<file path="config.mk">
export PLATFORM = sky130hd
export DESIGN_NAME = xc_firmware
export DESIGN_NICKNAME = d
export VERILOG_FILES = /design/src/xc_pkg.sv /design/src/xc_cmd_decode.sv /design/src/xc_lag_engine.sv /design/src/xc_frame_out.sv /design/src/xc_firmware.sv
export VERILOG_INCLUDE_DIRS = /design/src /design/src/src
export SDC_FILE = /design/constraint.sdc
export NUM_CORES = 1
export LEC_CHECK = 0
export CAP_MARGIN = 20
export CORE_MARGIN = 3
export CORE_UTILIZATION = 50
export DETAILED_ROUTE_END_ITERATION = 16
export DONT_BUFFER_PORTS = 1
export PLACE_DENSITY = 0.64
export SYNTH_ARGS = -nofsm -noshare
export SYNTH_HDL_FRONTEND = slang
export SYNTH_SLANG_ARGS = --single-unit
</file>
<file path="constraint.sdc">
create_clock -name clki -period 3.5 [get_ports clki]
set_input_delay 0.7 -clock clki [delete_from_list [all_inputs] [get_ports clki]]
set_output_delay 0.7 -clock clki [all_outputs]
set_load 0.1 [all_outputs]
</file>
<file path="src/xc_params.svh">
`ifndef XC_PARAMS_SVH
`define XC_PARAMS_SVH

// sizes of the two-line correlator core.

`define XC_NUM_LAGS      4     // lag counters per run.
`define XC_DELAY_SIZE    64    // taps of the line b history.
`define XC_COUNT_BITS    16    // width of every counter.

// longest window is 2^15 cycles so a 16 bit count never wraps.
`define XC_MAX_LOG2      15    // requests above this clamp here.
`define XC_DEFAULT_LOG2  4     // window exponent after reset.

`define XC_SYNC_BYTE     8'hA5 // first byte of every result frame.

`endif

</file>
<file path="src/xc_pkg.sv">
`include "xc_params.svh"

package xc_pkg;

	// command opcode in bits 7:6 of the command byte.
	typedef enum logic [1:0] {
		OP_NOP     = 2'd0, // ignored.
		OP_SET_LEN = 2'd1, // set integration exponent.
		OP_RUN     = 2'd2, // start a run at a lag offset.
		OP_ABORT   = 2'd3  // stop the current run.
	} xc_op_e;

	// set_len view of the command byte.
	typedef struct packed {
		xc_op_e     op;         // opcode.
		logic [5:0] log2_len;   // window is 2^log2_len cycles.
	} xc_len_cmd_t;

	// run view of the command byte.
	typedef struct packed {
		xc_op_e     op;         // opcode.
		logic [5:0] lag_offset; // first tap of the lag block.
	} xc_run_cmd_t;

	// the low six bits mean a length or an offset depending on op.
	typedef union packed {
		xc_len_cmd_t len;       // read for set_len.
		xc_run_cmd_t run;       // read for run.
	} xc_cmd_u;

	// run configuration after clamping.
	typedef struct packed {
		logic [3:0] log2_len;   // 1 to 15.
		logic [5:0] lag_offset; // 0 to 60.
	} xc_cfg_t;

	// result of one integration window.
	typedef struct packed {
		logic [`XC_COUNT_BITS-1:0]                   count_a;   // pulses on line a.
		logic [`XC_COUNT_BITS-1:0]                   count_b;   // pulses on line b.
		logic [`XC_NUM_LAGS-1:0][`XC_COUNT_BITS-1:0] lag_count; // a with delayed b.
	} xc_counts_t;

endpackage

</file>
<file path="src/xc_cmd_decode.sv">
`timescale 1ns/1ps

`include "xc_params.svh"

module xc_cmd_decode (
	input  logic            clki,
	input  logic            arst_n,
	input  logic            cmd_valid,  // one command byte per strobe.
	input  xc_pkg::xc_cmd_u cmd_data,
	input  logic            busy,       // engine running or frame going out.
	output xc_pkg::xc_cfg_t cfg,
	output logic            start,
	output logic            abort
);

	import xc_pkg::*;

	// highest offset that keeps offset+3 inside the delay line.
	localparam int MAX_OFF = `XC_DELAY_SIZE - `XC_NUM_LAGS;

	xc_op_e     op;          // opcode shared by both views.
	logic [3:0] len_clamp;   // length limited to 1..15.
	logic [5:0] off_clamp;   // offset limited to 0..60.

	assign op = cmd_data.len.op; // same bits in either view.

	// clamp the low bits under the view the opcode selects.
	always_comb begin
		if (cmd_data.len.log2_len == 6'd0) begin
			len_clamp = 4'd1;                               // zero length makes no sense.
		end else if (cmd_data.len.log2_len > 6'(`XC_MAX_LOG2)) begin
			len_clamp = 4'(`XC_MAX_LOG2);                   // keep counts from wrapping.
		end else begin
			len_clamp = cmd_data.len.log2_len[3:0];
		end
		if (cmd_data.run.lag_offset > 6'(MAX_OFF)) begin
			off_clamp = 6'(MAX_OFF);
		end else begin
			off_clamp = cmd_data.run.lag_offset;
		end
	end

	always_ff @(posedge clki or negedge arst_n) begin
		if (!arst_n) begin
			cfg.log2_len   <= 4'(`XC_DEFAULT_LOG2);
			cfg.lag_offset <= 6'd0;
			start          <= 1'b0;
			abort          <= 1'b0;
		end else begin
			start <= 1'b0;                                  // pulses last one cycle.
			abort <= 1'b0;
			if (cmd_valid) begin
				case (op)
					OP_SET_LEN: if (!busy) cfg.log2_len <= len_clamp;
					OP_RUN: begin
						if (!busy) begin                    // run while busy is dropped.
							cfg.lag_offset <= off_clamp;
							start          <= 1'b1;
						end
					end
					OP_ABORT: abort <= 1'b1;                // engine decides if it applies.
					default: ;                              // nop.
				endcase
			end
		end
	end

endmodule

</file>
<file path="src/xc_lag_engine.sv">
`timescale 1ns/1ps

`include "xc_params.svh"

module xc_lag_engine (
	input  logic               clki,
	input  logic               arst_n,
	input  xc_pkg::xc_cfg_t    cfg,         // sampled together with start.
	input  logic               start,
	input  logic               abort,
	input  logic               line_a,
	input  logic               line_b,
	input  logic               sending,     // frame stage is busy.
	output logic               integrating,
	output logic               busy,
	output logic               done,
	output xc_pkg::xc_counts_t counts
);

	import xc_pkg::*;

	localparam int CNT_W   = `XC_COUNT_BITS;
	localparam int TIMER_W = `XC_MAX_LOG2 + 1;  // holds 2^15.
	localparam int DLY     = `XC_DELAY_SIZE;
	localparam int NLAG    = `XC_NUM_LAGS;

	logic [DLY-2:0]     dly_q;      // older line b samples.
	logic [DLY-1:0]     taps;       // tap d is line b from d edges back.
	logic [TIMER_W-1:0] timer_q;    // edges left in the window.
	logic [5:0]         off_q;      // offset captured at start.
	logic [NLAG-1:0]    lag_hit;    // coincidence per lag this edge.
	xc_counts_t         counts_q;
	logic               cnt_over;   // some counter past the window size.

	// tap 0 is the live input so offset 0 is a plain a&b coincidence.
	assign taps = {dly_q, line_b};

	// line b shifts in on every edge whether a run is active or not.
	always_ff @(posedge clki or negedge arst_n) begin
		if (!arst_n) begin
			dly_q <= '0;
		end else begin
			dly_q <= taps[DLY-2:0];
		end
	end

	always_comb begin
		for (int k = 0; k < NLAG; k++) begin
			lag_hit[k] = line_a & taps[off_q + 6'(k)]; // offset is clamped so no wrap.
		end
	end

	always_ff @(posedge clki or negedge arst_n) begin
		if (!arst_n) begin
			integrating <= 1'b0;
			done        <= 1'b0;
			timer_q     <= '0;
			off_q       <= '0;
			counts_q    <= '0;
		end else begin
			done <= 1'b0;
			if (start) begin
				integrating <= 1'b1;
				timer_q     <= TIMER_W'(1) << cfg.log2_len; // 2^L sampling edges.
				off_q       <= cfg.lag_offset;
				counts_q    <= '0;                           // fresh window.
			end else if (integrating && abort) begin
				integrating <= 1'b0;                         // no done so no frame.
				counts_q    <= '0;
			end else if (integrating) begin
				counts_q.count_a <= counts_q.count_a + CNT_W'(line_a);
				counts_q.count_b <= counts_q.count_b + CNT_W'(line_b);
				for (int k = 0; k < NLAG; k++) begin
					counts_q.lag_count[k] <= counts_q.lag_count[k] + CNT_W'(lag_hit[k]);
				end
				timer_q <= timer_q - TIMER_W'(1);
				if (timer_q == TIMER_W'(1)) begin
					integrating <= 1'b0;                     // last sample taken.
					done        <= 1'b1;                     // counts are final now.
				end
			end
		end
	end

	assign counts = counts_q;                      // frozen between windows.
	assign busy   = integrating | done | sending;  // done closes the gap to sending.

	// any counter above 2^15 means the window ran long.
	always_comb begin
		cnt_over = (counts_q.count_a > (CNT_W'(1) << `XC_MAX_LOG2)) ||
			(counts_q.count_b > (CNT_W'(1) << `XC_MAX_LOG2));
		for (int k = 0; k < NLAG; k++) begin
			if (counts_q.lag_count[k] > (CNT_W'(1) << `XC_MAX_LOG2)) begin
				cnt_over = 1'b1;
			end
		end
	end

	// the decoder must hold off runs while busy.
	a_no_start_in_run : assert property (@(posedge clki) disable iff (!arst_n)
		start |-> !integrating);

	a_count_bound : assert property (@(posedge clki) disable iff (!arst_n)
		!cnt_over);

endmodule

</file>
<file path="src/xc_frame_out.sv">
`timescale 1ns/1ps

`include "xc_params.svh"

module xc_frame_out (
	input  logic               clki,
	input  logic               arst_n,
	input  logic               done,       // counts valid this cycle.
	input  xc_pkg::xc_counts_t counts,
	output logic               sending,
	output logic               out_valid,
	output logic [7:0]         out_data
);

	import xc_pkg::*;

	localparam int CNT_W       = `XC_COUNT_BITS;
	localparam int NLAG        = `XC_NUM_LAGS;
	localparam int FRAME_BYTES = 1 + (2 + NLAG) * (CNT_W / 8); // 13 bytes.
	localparam int FRAME_BITS  = FRAME_BYTES * 8;
	localparam int HEAD_BITS   = 8 + 2 * CNT_W;                 // sync, a and b.

	xc_counts_t            lat_q;    // snapshot of the window result.
	logic [3:0]            idx_q;    // byte being sent.
	logic [FRAME_BITS-1:0] frame_w;  // whole frame, first byte at the top.

	// snapshot only. the engine may clear its counts afterwards.
	always_ff @(posedge clki) begin
		if (done) begin
			lat_q <= counts;
		end
	end

	always_ff @(posedge clki or negedge arst_n) begin
		if (!arst_n) begin
			sending <= 1'b0;
			idx_q   <= '0;
		end else if (done) begin
			sending <= 1'b1;                             // first byte next cycle.
			idx_q   <= '0;
		end else if (sending) begin
			if (idx_q == 4'(FRAME_BYTES - 1)) begin
				sending <= 1'b0;                         // last byte went out.
			end
			idx_q <= idx_q + 4'd1;
		end
	end

	// lags go out in index order which is the reverse of their packing.
	always_comb begin
		frame_w = '0;
		frame_w[FRAME_BITS-1 -: HEAD_BITS] = {`XC_SYNC_BYTE, lat_q.count_a, lat_q.count_b};
		for (int k = 0; k < NLAG; k++) begin
			frame_w[FRAME_BITS-HEAD_BITS-1-k*CNT_W -: CNT_W] = lat_q.lag_count[k];
		end
	end

	// high byte of each counter comes first.
	assign out_data  = frame_w[(FRAME_BYTES - 1 - int'(idx_q)) * 8 +: 8];
	assign out_valid = sending;                          // one byte per cycle.

	// a second result before the frame ends would be lost.
	a_done_while_idle : assert property (@(posedge clki) disable iff (!arst_n)
		done |-> !sending);

endmodule

</file>
<file path="src/xc_firmware.sv">
`timescale 1ns/1ps

module xc_firmware (
	input  logic       clki,
	input  logic       arst_n,
	input  logic       cmd_valid,    // command byte strobe.
	input  logic [7:0] cmd_data,
	input  logic       line_a,       // photon pulses line a.
	input  logic       line_b,       // photon pulses line b.
	output logic       integrating,  // window open.
	output logic       out_valid,    // result byte strobe.
	output logic [7:0] out_data
);

	import xc_pkg::*;

	xc_cfg_t    cfg;       // clamped run setup.
	logic       start;     // run request.
	logic       abort;     // stop request.
	logic       busy;      // engine or frame active.
	logic       done;      // window finished.
	logic       sending;   // frame in flight.
	xc_counts_t counts;    // window result.

	xc_cmd_decode u_decode (
		.clki      (clki),
		.arst_n    (arst_n),
		.cmd_valid (cmd_valid),
		.cmd_data  (cmd_data),     // byte reinterpreted as the command union.
		.busy      (busy),
		.cfg       (cfg),
		.start     (start),
		.abort     (abort)
	);

	xc_lag_engine u_engine (
		.clki        (clki),
		.arst_n      (arst_n),
		.cfg         (cfg),
		.start       (start),
		.abort       (abort),
		.line_a      (line_a),
		.line_b      (line_b),
		.sending     (sending),
		.integrating (integrating),
		.busy        (busy),
		.done        (done),
		.counts      (counts)
	);

	xc_frame_out u_frame (
		.clki      (clki),
		.arst_n    (arst_n),
		.done      (done),
		.counts    (counts),
		.sending   (sending),
		.out_valid (out_valid),
		.out_data  (out_data)
	);

endmodule

</file>
==> impl_results.rst <==
.. list-table::
   :header-rows: 1

   * - Metric
     - Value
   * - Run status
     - finished, violations left
   * - Violations in the final reports
     - negative hold slack
   * - Largest family of logic cells by synthesized area
     - multiplexers
   * - Number of antenna violations at the first check in global routing
     - 0
   * - Actual slew at the worst max-slew pin
     - 1080 ps
   * - Distinct cell type count of the synthesized netlist
     - 68
   * - Reg-to-Reg Start
     - u_engine.off_q[0]
   * - Number of DRC markers after the initial detailed-route iteration
     - 668
   * - Fraction of power consumed by combinational cells
     - 48.5%
   * - Fmax
     - 0.296 GHz
   * - Final Non-Filler Cells
     - 1569
   * - Post-Synthesis Cell Area
     - 14500 µm²
   * - Largest net degree at the start of global routing
     - between 200 and 250
   * - R2R depth
     - 12
   * - Most instantiated cells after synthesis
     - sky130_fd_sc_hd__dfrtp_1, sky130_fd_sc_hd__nor2_1, sky130_fd_sc_hd__edfxtp_1
   * - Proportion of power drawn by the clock network
     - 21.4%
   * - Maximum number of buffers from clock root to sink
     - 3
   * - Number of inserted filler cells in the final layout
     - between 2000 and 2500
   * - Vias in the first global route
     - 9205
   * - DR vias
     - 9392
   * - Most used standard cell by instance count after synthesis
     - sky130_fd_sc_hd__dfrtp_1
   * - Internal power
     - 8.97 mW
   * - DRC violation count after routing
     - 0
   * - Routed length on met3
     - between 1 and 1.5 mm
   * - Cells along the critical path
     - inv_1, ha_2, buf_4, o21ai_0, o21ai_1, o21bai_1, a21oi_4
   * - Worst skew pair latency
     - 570 ps
   * - Critical path capture point type
     - output port
   * - Met1 wire length
     - 14.9 mm
   * - Post-synthesis mux area share
     - between 10% and 20%
   * - Hold WC Path Type
     - in -> async
   * - Final setup viols
     - 0
   * - Ratio of total power to cell area
     - 883 nW/µm²
   * - Worst-case vdd ir drop
     - between 500 and 600 µV
   * - Arithmetic-cell share of the synthesized area counting full adders, half adders and majority gates
     - about 1.7%
   * - Worst reg2reg endpoint
     - u_engine.counts[56]
   * - Die height
     - about 180 µm
   * - Root buffer selected by CTS
     - sky130_fd_sc_hd__clkbuf_16
   * - Total Die Area
     - 31000 µm²
   * - Site Rows
     - 61
   * - Routability-driven placement congestion ratio
     - ~0.86
   * - Footprint of the multi-input gates
     - around 6500 µm²
   * - Area growth, synth to finish
     - 15.3%
   * - Count of warnings emitted by yosys
     - 0
   * - Switching Fraction
     - 39.2%
   * - Utilization after layout
     - approximately three fifths
   * - Sink Count
     - 296
   * - Clock transition at path regs
     - 60 ps
   * - CP peak stage delay
     - between 500 and 600 ps
   * - Detail Route met2 WL
     - 15.0 mm
   * - Detailed placer's ending HPWL
     - 21.9 mm
   * - Top cell type's share of synthesized area
     - 34.4%
   * - Net count after synthesis
     - 1147
   * - Vias per Instance
     - around 6.0
   * - Sequential Area
     - 7900 µm²
   * - Post-route fraction of the period consumed by the critical path
     - 96.5%
   * - Fraction of synthesized cell area in xor and xnor cells
     - around 5.7%
   * - Average detailed-routed wire length per instance
     - 20.7 µm
   * - End point of the critical path
     - out_data[7]
   * - Synth area leaders
     - sky130_fd_sc_hd__dfrtp_1, sky130_fd_sc_hd__edfxtp_1, sky130_fd_sc_hd__mux4_2, sky130_fd_sc_hd__xor2_1, sky130_fd_sc_hd__nor2_1
   * - Worst-case register-to-register setup slack
     - 160 ps
   * - Compound-Gate Fraction of Synth Area
     - 6.82%
   * - Dominant cell type by area after synthesis
     - sky130_fd_sc_hd__dfrtp_1
   * - Total of flip-flops plus latches after synthesis
     - 296
   * - Switching power
     - 5.78 mW
   * - Final hold slack
     - -172 ps
   * - Post-route ant nets
     - 0
   * - Final slew viol count
     - 0
   * - Count of nets after finishing
     - about 1200
   * - Tot GR Track Use
     - 21.2%
   * - Clock tree from TritonCTS
     - done
   * - Fraction of final layout cells with drive strength greater than 1
     - 21.8%
   * - I/O pin count
     - 23
   * - Top layer used by detailed routing
     - met4
   * - Critical path type
     - reg -> out
   * - Worst clock skew
     - 13.1 ps
   * - Overflow left after global routing
     - 0
   * - Per-instance average area after synthesis
     - ~13 µm²
   * - Placed cell count
     - 1502
   * - Data arrival time of the critical path
     - roughly 2700 ps
   * - Leakage power figure
     - roughly 6.4 nW
   * - Startpoint type of the worst setup path
     - register
   * - CP max stage cell
     - sky130_fd_sc_hd__a21oi_4
   * - Simple-gate portion of the synthesized area
     - 11.8%
   * - Count of input and output buffers
     - 0
   * - Final-layout setup total negative slack
     - 0 ps
   * - Most used flip-flop cell after synthesis
     - sky130_fd_sc_hd__dfrtp_1
   * - Count of maximum capacitance violations
     - 0
   * - Core region area
     - between 20000 and 30000 µm²
   * - Total iterations of the first detailed-routing run
     - 5
   * - Slew Limit Headroom
     - 28.3%
   * - Maximum fanout encountered on the critical timing path
     - 9
   * - Sum of routed wire length over all layers
     - 32.4 mm
   * - DIE WIDTH
     - 176 µm
   * - First-pass GRT wire length
     - 52.6 mm
   * - Final Hold Violating Endpoints
     - 199
   * - Proportion of synthesized flip-flops having asynchronous set or reset
     - 67.6%
   * - Number of diodes
     - 0
   * - Critical path data required time
     - 2800 ps
   * - Count of flip-flops with a built-in enable after synthesis
     - 96
   * - H-tree levels
     - 1
   * - Launching element of the worst setup path
     - u_frame.idx_q[1]
   * - Part of the total power dissipated in sequential elements
     - a little under a third
   * - Effective utilization at floorplan
     - 51.4%
   * - Num CTS Buffers
     - 31
   * - Share of synthesized area occupied by flip-flops and latches
     - 54.5%
   * - Synthesized netlist cell count
     - 1114
   * - Period minus WS final
     - around 3400 ps
==> metal layers <==
layer | vias to the layer above | track usage [%]
li1 | 4331 | -
met1 | 4784 | 31.4
met2 | 216 | 32.8
met3 | 61 | 3.23
met4 | 0 | 6.30
met5 | - | 0
==> per-stage QoR <==
stage | total power, mW | setup WS [ps] | area, µm² | hold WS, ps
3_5_place_dp | 11.3 | -22.1 | 15400 | 411
2_1_floorplan | 9.29 | -215 | 14600 | 390
3_3_place_gp | 11.2 | 14.3 | 15400 | 411
5_1_grt | 15.5 | -18.9 | 16700 | -204
6_report | 14.7 | 121 | 16700 | -172
4_1_cts | 14.5 | 0.299 | 16400 | -202
==> critical path: cells and delay by family, from the launching register on <==
family / cells / cell delay, ps
compound gates: 4 / 1110
flops: 1 / 420
fa+ha+maj: 1 / 310
buf+inv: 2 / 270
==> layout make-up <==
type | instances | share of cell area, %
multi-input combinational | 741 | 38.8
tap | 378 | 2.83
clock inverter | 8 | 0.382
sequential | 296 | 47.3
inverter | 22 | 0.494
timing repair buffer | 74 | 4.61
clock buffer | 50 | 5.55
==> placed cells by master, fill, tap and decap left out, drive strengths merged, types with 3 or more instances in the layout <==
cell type and n:
dfrtp 199, nor2 102, edfxtp 96, mux4 87, nand2 78, buf 73, o21ai 60, xor2 58
clkbuf 51, nand3 47, nand4 35, xnor2 34, mux2i 26, inv 25, ha 20, a21oi 17
mux2 16, a22o 15, nor4 14, and3 11, nor2b 10, nand2b 9, o22ai 9, a31oi 8
nor3 8, or3 7, nand3b 6, and4 6, o211ai 5, a221oi 5, o21bai 4, o2111ai 4
or2 3, or4 3, and2 3, clkinv 3
==> timing repair <==
item | 4_1_cts | 5_1_grt
setup buffers | 0 | 8
endpoints found under the hold margin | 199 | 199
setup endpoints to repair | 5 | 33
resized for setup | 5 | 33
pin swaps | 1 | 6
cloned | 0 | 1
==> kinds of logic after synthesis <==
logic type                 after synthesis
AOI/OAI and AO/OA                      152
xor gates and xnor gates                92
adders and majority gates               20
buffers and inverters                   77
DFF                                    296
muxes                                  129
and+or+nand+nor                        348
==> power groups by stage <==
stage	Sequential (mW)	Clock, mW	Combinational (mW)
after floorplan	4.40	0	4.89
after global placement	4.46	0	6.72
after detailed placement	4.47	0	6.80
after CTS	4.42	3.24	6.85
after global routing	4.50	3.37	7.59
final	4.43	3.16	7.16
==> worst min-delay path by stage <==
stage / start / to / slack, ps / cells past startpoint
after floorplan: u_engine.dly_q[44] / u_engine.dly_q[45] / 390 / 0
after global placement: arst_n / u_engine.counts[72] / 410 / 0
after detailed placement: arst_n / u_engine.counts[73] / 410 / 0
after CTS: arst_n / u_engine.counts[72] / -200 / 0
after global routing: arst_n / u_engine.counts[74] / -200 / 0
final: arst_n / u_engine.counts[72] / -170 / 0
==> sequential cells by signal, indices dropped and copies added (netlist names) <==
name                  count
u_decode.abort            1
u_decode.cfg             10
u_decode.start            1
u_engine.counts          96
u_engine.dly_q           63
u_engine.done             1
u_engine.integrating      1
u_engine.off_q            6
u_engine.timer_q         16
u_frame.frame_w          96
u_frame.idx_q             4
u_frame.out_valid         1
No activity file was read; power rests on OpenSTA's default activity.
